### config.mk
export PLATFORM = sky130hd
export DESIGN_NAME = load_queue
export DESIGN_NICKNAME = d
export VERILOG_FILES = /design/src/hw/lsq_pkg.sv /design/src/hw/load_queue.sv
export SDC_FILE = /design/constraint.sdc
export NUM_CORES = 1
export LEC_CHECK = 0
export ABC_AREA = 1
export BUFFER_PORTS_ARGS = -buffer_cell sky130_fd_sc_hd__buf_2
export CORE_MARGIN = 3
export CORE_UTILIZATION = 50
export DETAILED_ROUTE_END_ITERATION = 12
export PLACE_DENSITY = 0.7
export SKIP_LAST_GASP = 1
export SYNTH_ARGS = -nofsm -noshare
export SYNTH_HDL_FRONTEND = slang
export SYNTH_SLANG_ARGS = --single-unit
### constraint.sdc
create_clock -name clk -period 4.1 [get_ports clk]
set_input_delay 0.41 -clock clk [delete_from_list [all_inputs] [get_ports clk]]
set_output_delay 0.41 -clock clk [all_outputs]
set_load 0.02 [all_outputs]
### src/hw/lsq_pkg.sv
//////////////////////////////
// load/store unit shared types
// word, data, ROB index and tag widths
// plus the arbiter owner encoding
//////////////////////////////

package lsq_pkg;

	// word address
	typedef logic [15:0] addr_t;

	// data word
	typedef logic [31:0] data_t;

	// reorder-buffer index of a load
	typedef logic [4:0] rob_idx_t;

	// destination physical register tag
	typedef logic [5:0] prf_tag_t;

	// requester that received the last memory grant
	typedef enum logic {
		OWN_STORE,
		OWN_LOAD
	} arb_owner_e;

endpackage

### src/hw/load_queue.sv
//////////////////////////////
// load miss queue
// in-order read issue, fill by response
// address, completion from the head
//////////////////////////////

module load_queue #(
	parameter int LQ_ENT = 4
) (
	input  logic                clk,
	input  logic                rst,
	input  logic                alloc_i,
	input  lsq_pkg::addr_t      ld_addr_i,
	input  lsq_pkg::rob_idx_t   ld_rob_idx_i,
	input  lsq_pkg::prf_tag_t   ld_tag_i,
	input  logic                rd_gnt_i,
	input  logic                rsp_vld_i,
	input  lsq_pkg::addr_t      rsp_addr_i,
	input  lsq_pkg::data_t      rsp_data_i,
	input  logic                comp_free_i,
	output logic                lq_full_o,
	output logic                rd_req_o,
	output lsq_pkg::addr_t      rd_addr_o,
	output logic                head_vld_o,
	output lsq_pkg::data_t      head_data_o,
	output lsq_pkg::rob_idx_t   head_rob_idx_o,
	output lsq_pkg::prf_tag_t   head_tag_o
);

	localparam int IW = $clog2(LQ_ENT);

	typedef logic [IW:0] lq_pos_t;
	typedef logic [IW-1:0] lq_slot_t;

	lq_pos_t             head_r;
	lq_pos_t             iss_r;
	lq_pos_t             tail_r;
	lsq_pkg::addr_t      addr_r [LQ_ENT];
	lsq_pkg::data_t      data_r [LQ_ENT];
	lsq_pkg::rob_idx_t   rob_r [LQ_ENT];
	lsq_pkg::prf_tag_t   tag_r [LQ_ENT];
	logic [LQ_ENT-1:0]   rdy_r;

	lq_slot_t            head_slot;
	lq_slot_t            iss_slot;
	lq_slot_t            tail_slot;
	lq_pos_t             iss_span;
	logic [LQ_ENT-1:0]   fill;
	logic                pop;

	assign head_slot = head_r[IW-1:0];
	assign iss_slot  = iss_r[IW-1:0];
	assign tail_slot = tail_r[IW-1:0];

	assign lq_full_o = (head_slot == tail_slot) && (head_r[IW] != tail_r[IW]);

	// one read per entry, oldest unissued first
	assign rd_req_o  = (iss_r != tail_r);
	assign rd_addr_o = addr_r[iss_slot];

	assign head_vld_o     = (head_r != tail_r) && rdy_r[head_slot];
	assign head_data_o    = data_r[head_slot];
	assign head_rob_idx_o = rob_r[head_slot];
	assign head_tag_o     = tag_r[head_slot];
	assign pop            = head_vld_o && comp_free_i;

	assign iss_span = iss_r - head_r;

	// every issued entry still waiting on this address takes the data
	always_comb begin
		lq_slot_t slot;
		fill = '0;
		for (int k = 0; k < LQ_ENT; k++) begin
			slot = head_slot + lq_slot_t'(k);
			if (rsp_vld_i && (lq_pos_t'(k) < iss_span) && !rdy_r[slot] &&
					(addr_r[slot] == rsp_addr_i))
				fill[slot] = 1'b1;
		end
	end

	always_ff @(posedge clk) begin
		if (rst) begin
			head_r <= '0;
			iss_r  <= '0;
			tail_r <= '0;
			rdy_r  <= '0;
		end else begin
			if (alloc_i) begin
				tail_r           <= tail_r + 1'b1;
				rdy_r[tail_slot] <= 1'b0;
			end
			if (rd_gnt_i)
				iss_r <= iss_r + 1'b1;
			if (pop)
				head_r <= head_r + 1'b1;
			for (int k = 0; k < LQ_ENT; k++) begin
				if (fill[k])
					rdy_r[k] <= 1'b1;
			end
		end
	end

	always_ff @(posedge clk) begin
		if (alloc_i) begin
			addr_r[tail_slot] <= ld_addr_i;
			rob_r[tail_slot]  <= ld_rob_idx_i;
			tag_r[tail_slot]  <= ld_tag_i;
		end
		for (int k = 0; k < LQ_ENT; k++) begin
			if (fill[k])
				data_r[k] <= rsp_data_i;
		end
	end

endmodule

==> results.ini <==
[timing]
whs_ns = 0.08232
fin_tns_setup_ns = 0
clock_skew_ns = 0.01003
grt_setup_unrepaired = no
fin_ws_ns = 0.9646
finalCritPeriodShare_pct = 76.47
hold_violations = 0
relSlewSlack_pct = 25.73
slew_viol_final = 0
max_clock_freq_mhz = 318.9
tightest_slew_ns = 1.113
setup_viol = 0
period_minus_slack_ns = 3.135

[clocking]
cts-buffers-inserted = 26
clk_pin_slew_ns = 0.06
clk_latency_ns = 0.54
cts_sinks = 253
cts_setup_buffers = 0
holdBufCountCts = 0
cts_tree = yes
clockBufferDepth = 3
cts_root_buf = clkbuf_16
htree_num_levels = 1
postCtsResizedCells = 0

[worst_hold_path]
hold_start = ld_addr_i[8]
min_path_cells = 1
hold_end = addr_r[2][8]
min_path_type = in2reg

[cells_and_area]
nets = 1697
n_antenna_cell = 0
area_delta_synth_final_pct = 12.94
fillerInstances = 2291
drive_above_1_share_pct = 13.19
layout.cells.most_common_list = nand2_1 (451), edfxtp_1 (236), nand3_1 (184)
layout_commonest_cell = nand2_1
final_area_mm2 = 0.01485

[floorplan]
rows = 58
chipWidth_um = 168.2
ios = 143
core-area_mm2 = 0.02554
start_util_pct = 51.49
die_area_mm2 = 0.02829
die_h_um = 168.2

[worst_setup_path]
worstPathArrival_ns = 3.36
reg2reg_from = head_r[0]
worstPathMaxFanout = 32
ff2ff_path_depth = 15
path_class = reg2reg
end_kind = flop
start_kind = flop
r2r-end = data_r[2][31]
worst-endpoint-required_ns = 4.32
rrSetupSlack_ns = 0.96

[power]
total_power_mw = 5.471
p_leak_nw = 6.010
p_per_area_mw_per_mm2 = 368.3
ir_worst_vdd_uv = 375.1

[yosys]
yosysSeqAreaShare_pct = 56.47
avgSynthCellArea_um2 = 8.798
syn_area_mm2 = 0.01315
yosys-top-cells-area = edfxtp_1 (54%), nand2_1 (13%), nand3_1 (7.0%), nor2_1 (4.7%), o21ai_0 (4.6%)
ys_types = 32
ys.warnings.count = 0
synth_top_area_share_pct = 53.88
synthesis.nets = 1587
yosys.area.top_type = edfxtp_1
ys_ff_latch = 253
synthCells = 1495

[job]
drv_cap = 0

[drt]
wl_per_cell_um = 19.42
finalWirelength_um = 37920
drt_iter0_markers = 1215
final_antenna_net_count = 0
drc_errors = 0
drt_pre_antenna_iters = 6
vias = 11430
vias_per_cell = 5.855

[global_route]
grt_first_pass_wirelength_um = 59080
grt-ovfl-total = 0
grt_max_degree = 119
antenna_found_initial = 3
grt_pass1_vias = 10780
track_usage_pct = 26.21

[placement]
dp_hpwl_um = 25320
gp_congestion = 0.9800
dpl_cell_area_mm2 = 0.01410
port_buffers = 142
pre_cts_ws_ns = 1.023

[outcome]
status = complete, no violations

## cells in the mapped netlist
library cell and count:
nor3_1 5, a21oi_1 18, a211oi_1 3, nor2_1 164, nand4_1 49, fa_1 1, nor3_2 2, nand3b_1 3
buf_6 7, and2_1 1, nand3_1 184, nor2_2 11, o21bai_1 1, nand2_1 451, o22ai_1 59, o21ai_0 121
xor2_1 12, o211ai_1 3, inv_2 3, a31oi_1 1, buf_2 26, ha_1 10, and3_1 1, or2_2 1
dfxtp_1 17, buf_1 4, buf_4 4, edfxtp_1 236, inv_1 49, clkbuf_1 41, xnor2_1 4, nor3b_1 3
## sequential cells by signal, summed over array words and instances, names as in the netlist, named ones only
signal and count:
iss_r 3, tail_r 3, tag_r 24, addr_r 64
rob_r 20, head_r 3, data_r 128, rdy_r 4
## layer usage
layer	track usage [%]	wire, µm
met4	7.044	924
met3	4.649	3343
met1	36.75	15990
met5	0	28
met2	42.54	17630
## logic make-up after synthesis
kind of cell / synth area share, %
AOI/OAI and AO/OA: 8.543
xor gates and xnor gates: 1.065
adders and majority gates: 1.104
buffers and inverters: 4.585
DFF: 56.47
and+or+nand+nor: 28.23
## worst max-delay path, stage by stage, from the launching register on
cell and delay (ns):
dfxtp_2 0.32, buf_4 0.23, ha_1 0.25, fa_1 0.38, inv_1 0.06, nand2_1 0.05, nand3_1 0.11, nand2_1 0.10
nand2_1 0.07, nand2_1 0.10, nor2_1 0.22, nand4_1 0.11, nor2_1 0.24, nand4_1 0.13, nand4_1 0.18, buf_12 0.22
## power breakdown
| group | internal (mW) | switching, mW | total, mW |
|---|---|---|---|
| clock network | 1.16 | 0.946 | 2.11 |
| logic | 0.141 | 0.319 | 0.460 |
| registers | 2.87 | 0.0317 | 2.90 |
| total | 4.17 | 1.30 | 5.47 |
## final cells by class
type,instances,area [µm²],share of cell area [%]
sequential,253,7433,50.04
multi-input combinational,1108,5122,34.48
timing repair buffer,164,938.4,6.317
clock buffer,32,673.1,4.532
tap,330,412.9,2.780
inverter,52,196.4,1.322
clock inverter,13,77.57,0.5222
## how the worst max path moves through the flow
stage                   start             to  slack (ns)  depth (start not counted)
floorplan           head_r[0]   data_r[0][0]        0.50                         16
global placement         flop  data_r[0][10]        1.03                         10
detailed placement       flop  data_r[0][15]        1.02                         10
CTS                      flop  data_r[0][15]        1.00                         10
global route             flop   data_r[0][0]        0.76                         10
finish              head_r[0]  data_r[2][31]        0.96                         15
## stage by stage
step | util, % | std cells
after floorplan | - | 1495
after global placement | 55.21 | 1907
after detailed placement | 55.21 | 1907
after CTS | 58.15 | 1952
after global routing | 58.15 | 1952
final | 58.15 | 1952
(Power assumes the default switching activity.)
