===== src/hw/lsq_pkg.sv =====
//////////////////////////////
// load/store unit shared types
// word, data, ROB index and tag widths
// plus the arbiter owner encoding
//////////////////////////////

package lsq_pkg;

	// word address
	typedef logic [15:0] addr_t;

	// data word
	typedef logic [31:0] data_t;

	// reorder-buffer index of a load
	typedef logic [4:0] rob_idx_t;

	// destination physical register tag
	typedef logic [5:0] prf_tag_t;

	// requester that received the last memory grant
	typedef enum logic {
		OWN_STORE,
		OWN_LOAD
	} arb_owner_e;

endpackage


===== src/hw/mem_arbiter.sv =====
//////////////////////////////
// data memory port arbiter
// round robin between store drain
// and load read requests
//////////////////////////////

module mem_arbiter (
	input  logic             clk,
	input  logic             rst,
	input  logic             wr_req_i,
	input  lsq_pkg::addr_t   wr_addr_i,
	input  lsq_pkg::data_t   wr_data_i,
	input  logic             rd_req_i,
	input  lsq_pkg::addr_t   rd_addr_i,
	output logic             wr_gnt_o,
	output logic             rd_gnt_o,
	output logic             mem_req_o,
	output logic             mem_we_o,
	output lsq_pkg::addr_t   mem_addr_o,
	output lsq_pkg::data_t   mem_wdata_o
);

	lsq_pkg::arb_owner_e last_r;

	// on a tie the side not granted last wins
	assign wr_gnt_o = wr_req_i && (!rd_req_i || (last_r == lsq_pkg::OWN_LOAD));
	assign rd_gnt_o = rd_req_i && !wr_gnt_o;

	assign mem_req_o   = wr_gnt_o || rd_gnt_o;
	assign mem_we_o    = wr_gnt_o;
	assign mem_addr_o  = wr_gnt_o ? wr_addr_i : rd_addr_i;
	assign mem_wdata_o = wr_data_i;

	always_ff @(posedge clk) begin
		if (rst) begin
			last_r <= lsq_pkg::OWN_LOAD;
		end else if (wr_gnt_o) begin
			last_r <= lsq_pkg::OWN_STORE;
		end else if (rd_gnt_o) begin
			last_r <= lsq_pkg::OWN_LOAD;
		end
	end

endmodule


===== config.mk =====
export PLATFORM = sky130hd
export DESIGN_NAME = mem_arbiter
export DESIGN_NICKNAME = d
export VERILOG_FILES = /design/src/hw/lsq_pkg.sv /design/src/hw/mem_arbiter.sv
export SDC_FILE = /design/constraint.sdc
export NUM_CORES = 1
export LEC_CHECK = 0
export BUFFER_PORTS_ARGS = -buffer_cell sky130_fd_sc_hd__buf_2
export CAP_MARGIN = 40
export CORE_MARGIN = 2
export CORE_UTILIZATION = 23
export CTS_CLUSTER_DIAMETER = 80
export DETAILED_ROUTE_END_ITERATION = 8
export GPL_ROUTABILITY_DRIVEN = 0
export PLACE_DENSITY = 0.81
export SLEW_MARGIN = 25
export SYNTH_ARGS = -nofsm -noshare
export SYNTH_HDL_FRONTEND = slang
export SYNTH_SLANG_ARGS = --single-unit
export TNS_END_PERCENT = 10

===== constraint.sdc =====
create_clock -name clk -period 1.7 [get_ports clk]
set_clock_uncertainty 0.1 [all_clocks]
set_input_delay 0.255 -clock clk [delete_from_list [all_inputs] [get_ports clk]]
set_output_delay 0.255 -clock clk [all_outputs]
set_load 0.02 [all_outputs]

==> results.py, run 1 <==
metrics = {
    "grt": {
        "grt_max_degree": 11,
        "grt_pass1_vias": 428,
        "grt_busiest_layer": "met2",
        "met3_usage_pct": 1.41,
        "grtUsageMet2_pct": 21.3,
        "antenna_found_initial": 0,
        "grt_use_met1_pct": 3.89,
        "overflow": 0,
        "grt.total_usage_pct": 8.05,
        "grt_first_pass_wirelength_um": 1640,
    },
    "critical_path": {
        "cpPeakStageDelay_ps": 300,
        "worstSetupEndpointType": "output port",
        "crit_slowest_cell": "mux2_4",
        "crit_top_cell": "buf_2",
        "worstSetupStartpointType": "input pin",
        "cp.depth": 6,
        "reg2reg_from": "last_r$_SDFFE_PP1P_",
        "crit_start": "rd_req_i",
        "crit_type": "in2out",
        "endpoint": "mem_addr_o[5]",
        "crit_family": "buffers and inverters",
        "cp_data_arrival_time_ps": 1220,
        "required_ps": 1340,
        "reg2reg_depth": 3,
        "path_max_fanout": 10,
        "cp_num_buf_inv": 4,
        "reg2reg_slack_ps": 880,
        "reg2reg_to": "last_r$_SDFFE_PP1P_",
        "path_cells": "buf_2 -> inv_2 -> o21ai_4 -> buf_12 -> mux2_4 -> buf_2",
    },
    "die": {
        "row_count": 17,
        "fp.coreArea_um2": 2230,
        "fp.dieW_um": 53.0,
        "ios": 120,
        "die_area_um2": 2810,
        "initial_core_util_pct": 24.7,
        "die_h_um": 53.0,
    },
    "min_path": {
        "whs_path_depth": 2,
        "hp-class": "in2reg",
    },
    "logic_synthesis": {
        "netlist_area_um2": 552,
        "async_flop_share_pct": 0,
        "synth-seq-cells": 1,
        "synth.net_count": 127,
        "synth.most_common_cell": "buf_4",
        "synth_edf_count": 0,
        "synth_flop_cell": "dfxtp_1",
        "yosysWarnings": 0,
        "ys_seq_area_share_pct": 3.63,
        "yosysTopAreaCell": "buf_4",
        "synth_cell_types": 13,
        "synth_top_area_share_pct": 44.9,
        "netlist_top_cells_count": "buf_4, mux2_4, mux2_2",
        "synth_area_leaders": "buf_4, mux2_4, mux2_2",
        "syn_area_per_cell_um2": 9.35,
        "syn_inst": 59,
    },
    "cells_and_area": {
        "antenna_cells": 0,
        "top_register": "last_r",
        "stdcell_area_um2": 634,
        "fin_util_pct": 28.4,
        "layout-area-overhead-vs-synth_pct": 15.0,
        "fin_nets": 152,
        "reg_top3": "last_r (1)",
        "largest_reg_flops": 1,
        "layout-drive-gt1-share_pct": 92.7,
        "nFillCells": 258,
    },
    "route": {
        "wl_per_cell_um": 12.0,
        "vias_per_cell": 4.39,
        "vias": 483,
        "wirelength_um": 1330,
        "drtPass1Iterations": 1,
        "drc": 0,
        "ant_nets": 0,
        "drtIter0Drc": 0,
    },
    "power_and_ir_drop": {
        "comb_power_share_pct": 88.4,
        "ir_drop_mv": 0.184,
        "power.internal_uw": 138,
        "power_density_nw_per_um2": 383,
        "clkPwrFrac_pct": 0,
        "switching_share_pct": 43.0,
        "seqPwrFrac_pct": 11.6,
        "switchingPower_uw": 104,
        "p_leak_nw": 0.371,
    },
    "timing": {
        "max_slew_margin_pct": 86.7,
        "hold_viol_final": 0,
        "post-route-period-util_pct": 92.7,
        "setup_viol": 0,
        "fmax_ghz": 0.635,
        "setup_tns_ps": 0,
        "fin_crit_ps": 1580,
        "grt_setup_unrepaired": "false",
        "worst_pin_slew_ps": 199,
        "setup_ws_ps": 124,
        "slew_violations": 0,
    },
    "clock_tree": {
        "worstSkewPairLatency_ps": 0,
        "cts_setup_buffers": 0,
        "clk_pin_slew_ps": 0,
        "post_cts_resized": 0,
        "ctsHoldBuffers": 0,
    },
    "placement": {
        "dpl_cell_area_um2": 634,
        "dp_hpwl_um": 1220,
        "dp_slack_ps": 119,
        "portBuffers": 55,
    },
    "run": {
        "drv_cap": 0,
    },
    "outcome": {
        "status": "completed",
    },
}
## metal layers
metal	up-vias	routed length (um)
li1	208	-
met1	208	326
met2	61	714
met3	6	245
met4	0	39
met5	-	0
## power groups by stage
stage / combinational, mW / sequential, mW / clock [mW]
2_1_floorplan: 0.241 / 0.0279 / 0
3_3_place_gp: 0.214 / 0.0281 / 0
3_5_place_dp: 0.217 / 0.0281 / 0
4_1_cts: 0.217 / 0.0281 / 0
5_1_grt: 0.230 / 0.0287 / 0
6_report: 0.215 / 0.0281 / 0
## layout make-up
type | instances | area (um2) | share of cell area, %
timing repair buffer | 57 | 315 | 49.7
inverter | 2 | 7.51 | 1.18
tap | 28 | 35.0 | 5.52
sequential | 1 | 20.0 | 3.16
multi-input combinational | 22 | 256 | 40.4
## how the worst min path moves through the flow
stage | slack [ps] | endpoint | from
floorplan | 260 | last_r$_SDFFE_PP1P_ | rst
global placement | 340 | last_r$_SDFFE_PP1P_ | rst
detailed placement | 340 | last_r$_SDFFE_PP1P_ | rst
CTS | 350 | last_r$_SDFFE_PP1P_ | rst
global route | 370 | last_r$_SDFFE_PP1P_ | rst
finish | 340 | last_r$_SDFFE_PP1P_ | rst
## kinds of logic after synthesis
| family | share of synthesized area (%) |
|---|---|
| DFF | 3.63 |
| and+or+nand+nor | 2.95 |
| muxes | 38.8 |
| buffers and inverters | 49.9 |
| AOI/OAI and AO/OA | 4.76 |
## through the flow
step           hold slack, ps  total power [mW]  cells
3_3_place_gp              336             0.243    110
5_1_grt                   369             0.258    110
6_report                  345             0.243    110
4_1_cts                   346             0.245    110
2_1_floorplan             256             0.269     59
3_5_place_dp              343             0.245    110
## cells in the final DEF, fill, tap and decap left out
| cell type | synthesis | routed |
|---|---|---|
| inv_2 | 1 | 1 |
| o21ai_4 | 1 | 1 |
| dfxtp_1 | 1 | 1 |
| inv_1 | 1 | 1 |
| or2_2 | 1 | 1 |
| buf_2 | 0 | 55 |
| mux2_4 | 9 | 9 |
| mux2_2 | 7 | 7 |
| o21ai_0 | 1 | 1 |
| nand2b_1 | 1 | 1 |
| nand2_1 | 1 | 1 |
| buf_12 | 1 | 2 |
| a21oi_1 | 1 | 1 |
(Power assumes the default switching activity.)
==> run 2, diff against run 1 <==
CORE_UTILIZATION = 21   (was 23)
PLACE_DENSITY = 0.78   (was 0.81)
clock period = 1.3 ns   (was 1.7 ns; I/O delays follow)
==> results.py, run 2 (synthesis gave the netlist of run 1 again) <==
metrics = {
    "outcome": {
        "status": "complete, but fails checks",
        "violations": "negative setup slack",
    },
    "critical_path": {
        "crit_type": "reg2out",
        "worstSetupEndpointType": "output port",
        "worstSetupStartpointType": "flop",
        "reg2reg_slack_ps": 400,
        "required_ps": 1000,
        "cp_data_arrival_time_ps": 1150,
        "path_max_fanout": 10,
    },
    "route": {
        "ant_nets": 0,
        "drtPass1Iterations": 4,
        "wl_per_cell_um": 12.0,
        "vias_per_cell": 4.24,
        "drc": 0,
        "drtIter0Drc": 9,
        "wirelength_um": 1370,
        "vias": 483,
    },
    "cells_and_area": {
        "final_cell_mix": "buf_2, mux2_4, mux2_2, buf_6",
        "layout-drive-gt1-share_pct": 94.0,
        "layout-area-overhead-vs-synth_pct": 22.9,
        "reg_top3": "last_r (1)",
        "largest_reg_flops": 1,
        "top_register": "last_r",
        "fin_cells": 114,
        "antenna_cells": 0,
        "fin_nets": 154,
        "stdcell_area_um2": 678,
        "mostFrequentLayoutCell": "buf_2",
        "fin_util_pct": 27.4,
        "nFillCells": 269,
    },
    "die": {
        "initial_core_util_pct": 22.3,
        "row_count": 18,
        "die_h_um": 55.3,
        "die_area_um2": 3050,
        "ios": 120,
        "fp.coreArea_um2": 2480,
        "fp.dieW_um": 55.3,
    },
    "timing": {
        "setup_ws_ps": -147,
        "whs_ps": 290,
        "fmax_ghz": 0.691,
        "worst_pin_slew_ps": 195,
        "fin_crit_ps": 1450,
        "setup_tns_ps": -2210,
        "max_slew_margin_pct": 86.9,
        "hold_viol_final": 0,
        "slew_violations": 0,
        "grt_setup_unrepaired": "true",
        "post-route-period-util_pct": 111,
        "setup_viol": 16,
    },
    "grt": {
        "grt_pass1_vias": 452,
        "overflow": 0,
        "grt_max_degree": 11,
        "grt_first_pass_wirelength_um": 1960,
        "antenna_found_initial": 0,
        "grt.total_usage_pct": 7.66,
    },
    "clock_tree": {
        "clk_pin_slew_ps": 0,
        "cts_setup_buffers": 0,
        "worstSkewPairLatency_ps": 0,
    },
    "placement": {
        "dp_slack_ps": -184,
        "dp_cells": 114,
        "dpl_cell_area_um2": 653,
        "dp_hpwl_um": 1280,
        "portBuffers": 55,
    },
    "power_and_ir_drop": {
        "power_density_nw_per_um2": 495,
        "ir_drop_mv": 0.195,
        "p_leak_nw": 0.389,
        "p_total_uw": 336,
    },
    "min_path": {
        "hp-class": "in2out",
    },
    "run": {
        "drv_cap": 0,
    },
}
==> run 2: where the power goes <==
| group | switching, mW | total [mW] | internal (mW) |
|---|---|---|---|
| logic | 0.136 | 0.299 | 0.163 |
| registers | 0.00244 | 0.0366 | 0.0342 |
| clock network | 0 | 0 | 0 |
==> run 2: final timing paths <==
path | end | startpoint | cells after the start
max | mem_addr_o[10] | last_r$_SDFFE_PP1P_ | 4
min | mem_wdata_o[16] | wr_data_i[16] | 0
max reg2reg | last_r$_SDFFE_PP1P_ | last_r$_SDFFE_PP1P_ | 3
min reg2reg | last_r$_SDFFE_PP1P_ | last_r$_SDFFE_PP1P_ | 3
==> run 2: what timing repair did <==
| item | 4_1_cts | 5_1_grt |
|---|---|---|
| endpoints found under the setup margin | 16 | 16 |
| gates resized for setup | 0 | 7 |
| hold buffers | 0 | 0 |
| pin swaps | 1 | 0 |
==> run 2: layer usage <==
metal,global-route usage (%),vias to the layer above,part of all wire (%)
li1,-,212,-
met3,3.98,10,21
met4,3.48,0,3.1
met2,16.2,64,52
met1,5.11,197,24
met5,0,-,0
==> run 2: final cells by class <==
class,count,area (um2),area share [%]
well taps,30,37.5,5.54
inverters,2,7.51,1.11
repair buffers,59,355,52.4
multi-input cells,22,256,37.8
flip-flops and latches,1,21.3,3.14
==> run 2: worst max-delay path: stages, from the launching register on <==
cell and delay (ps):
dfxtp_2 310, o21ai_4 210, buf_12 170, mux2_4 300, buf_2 160
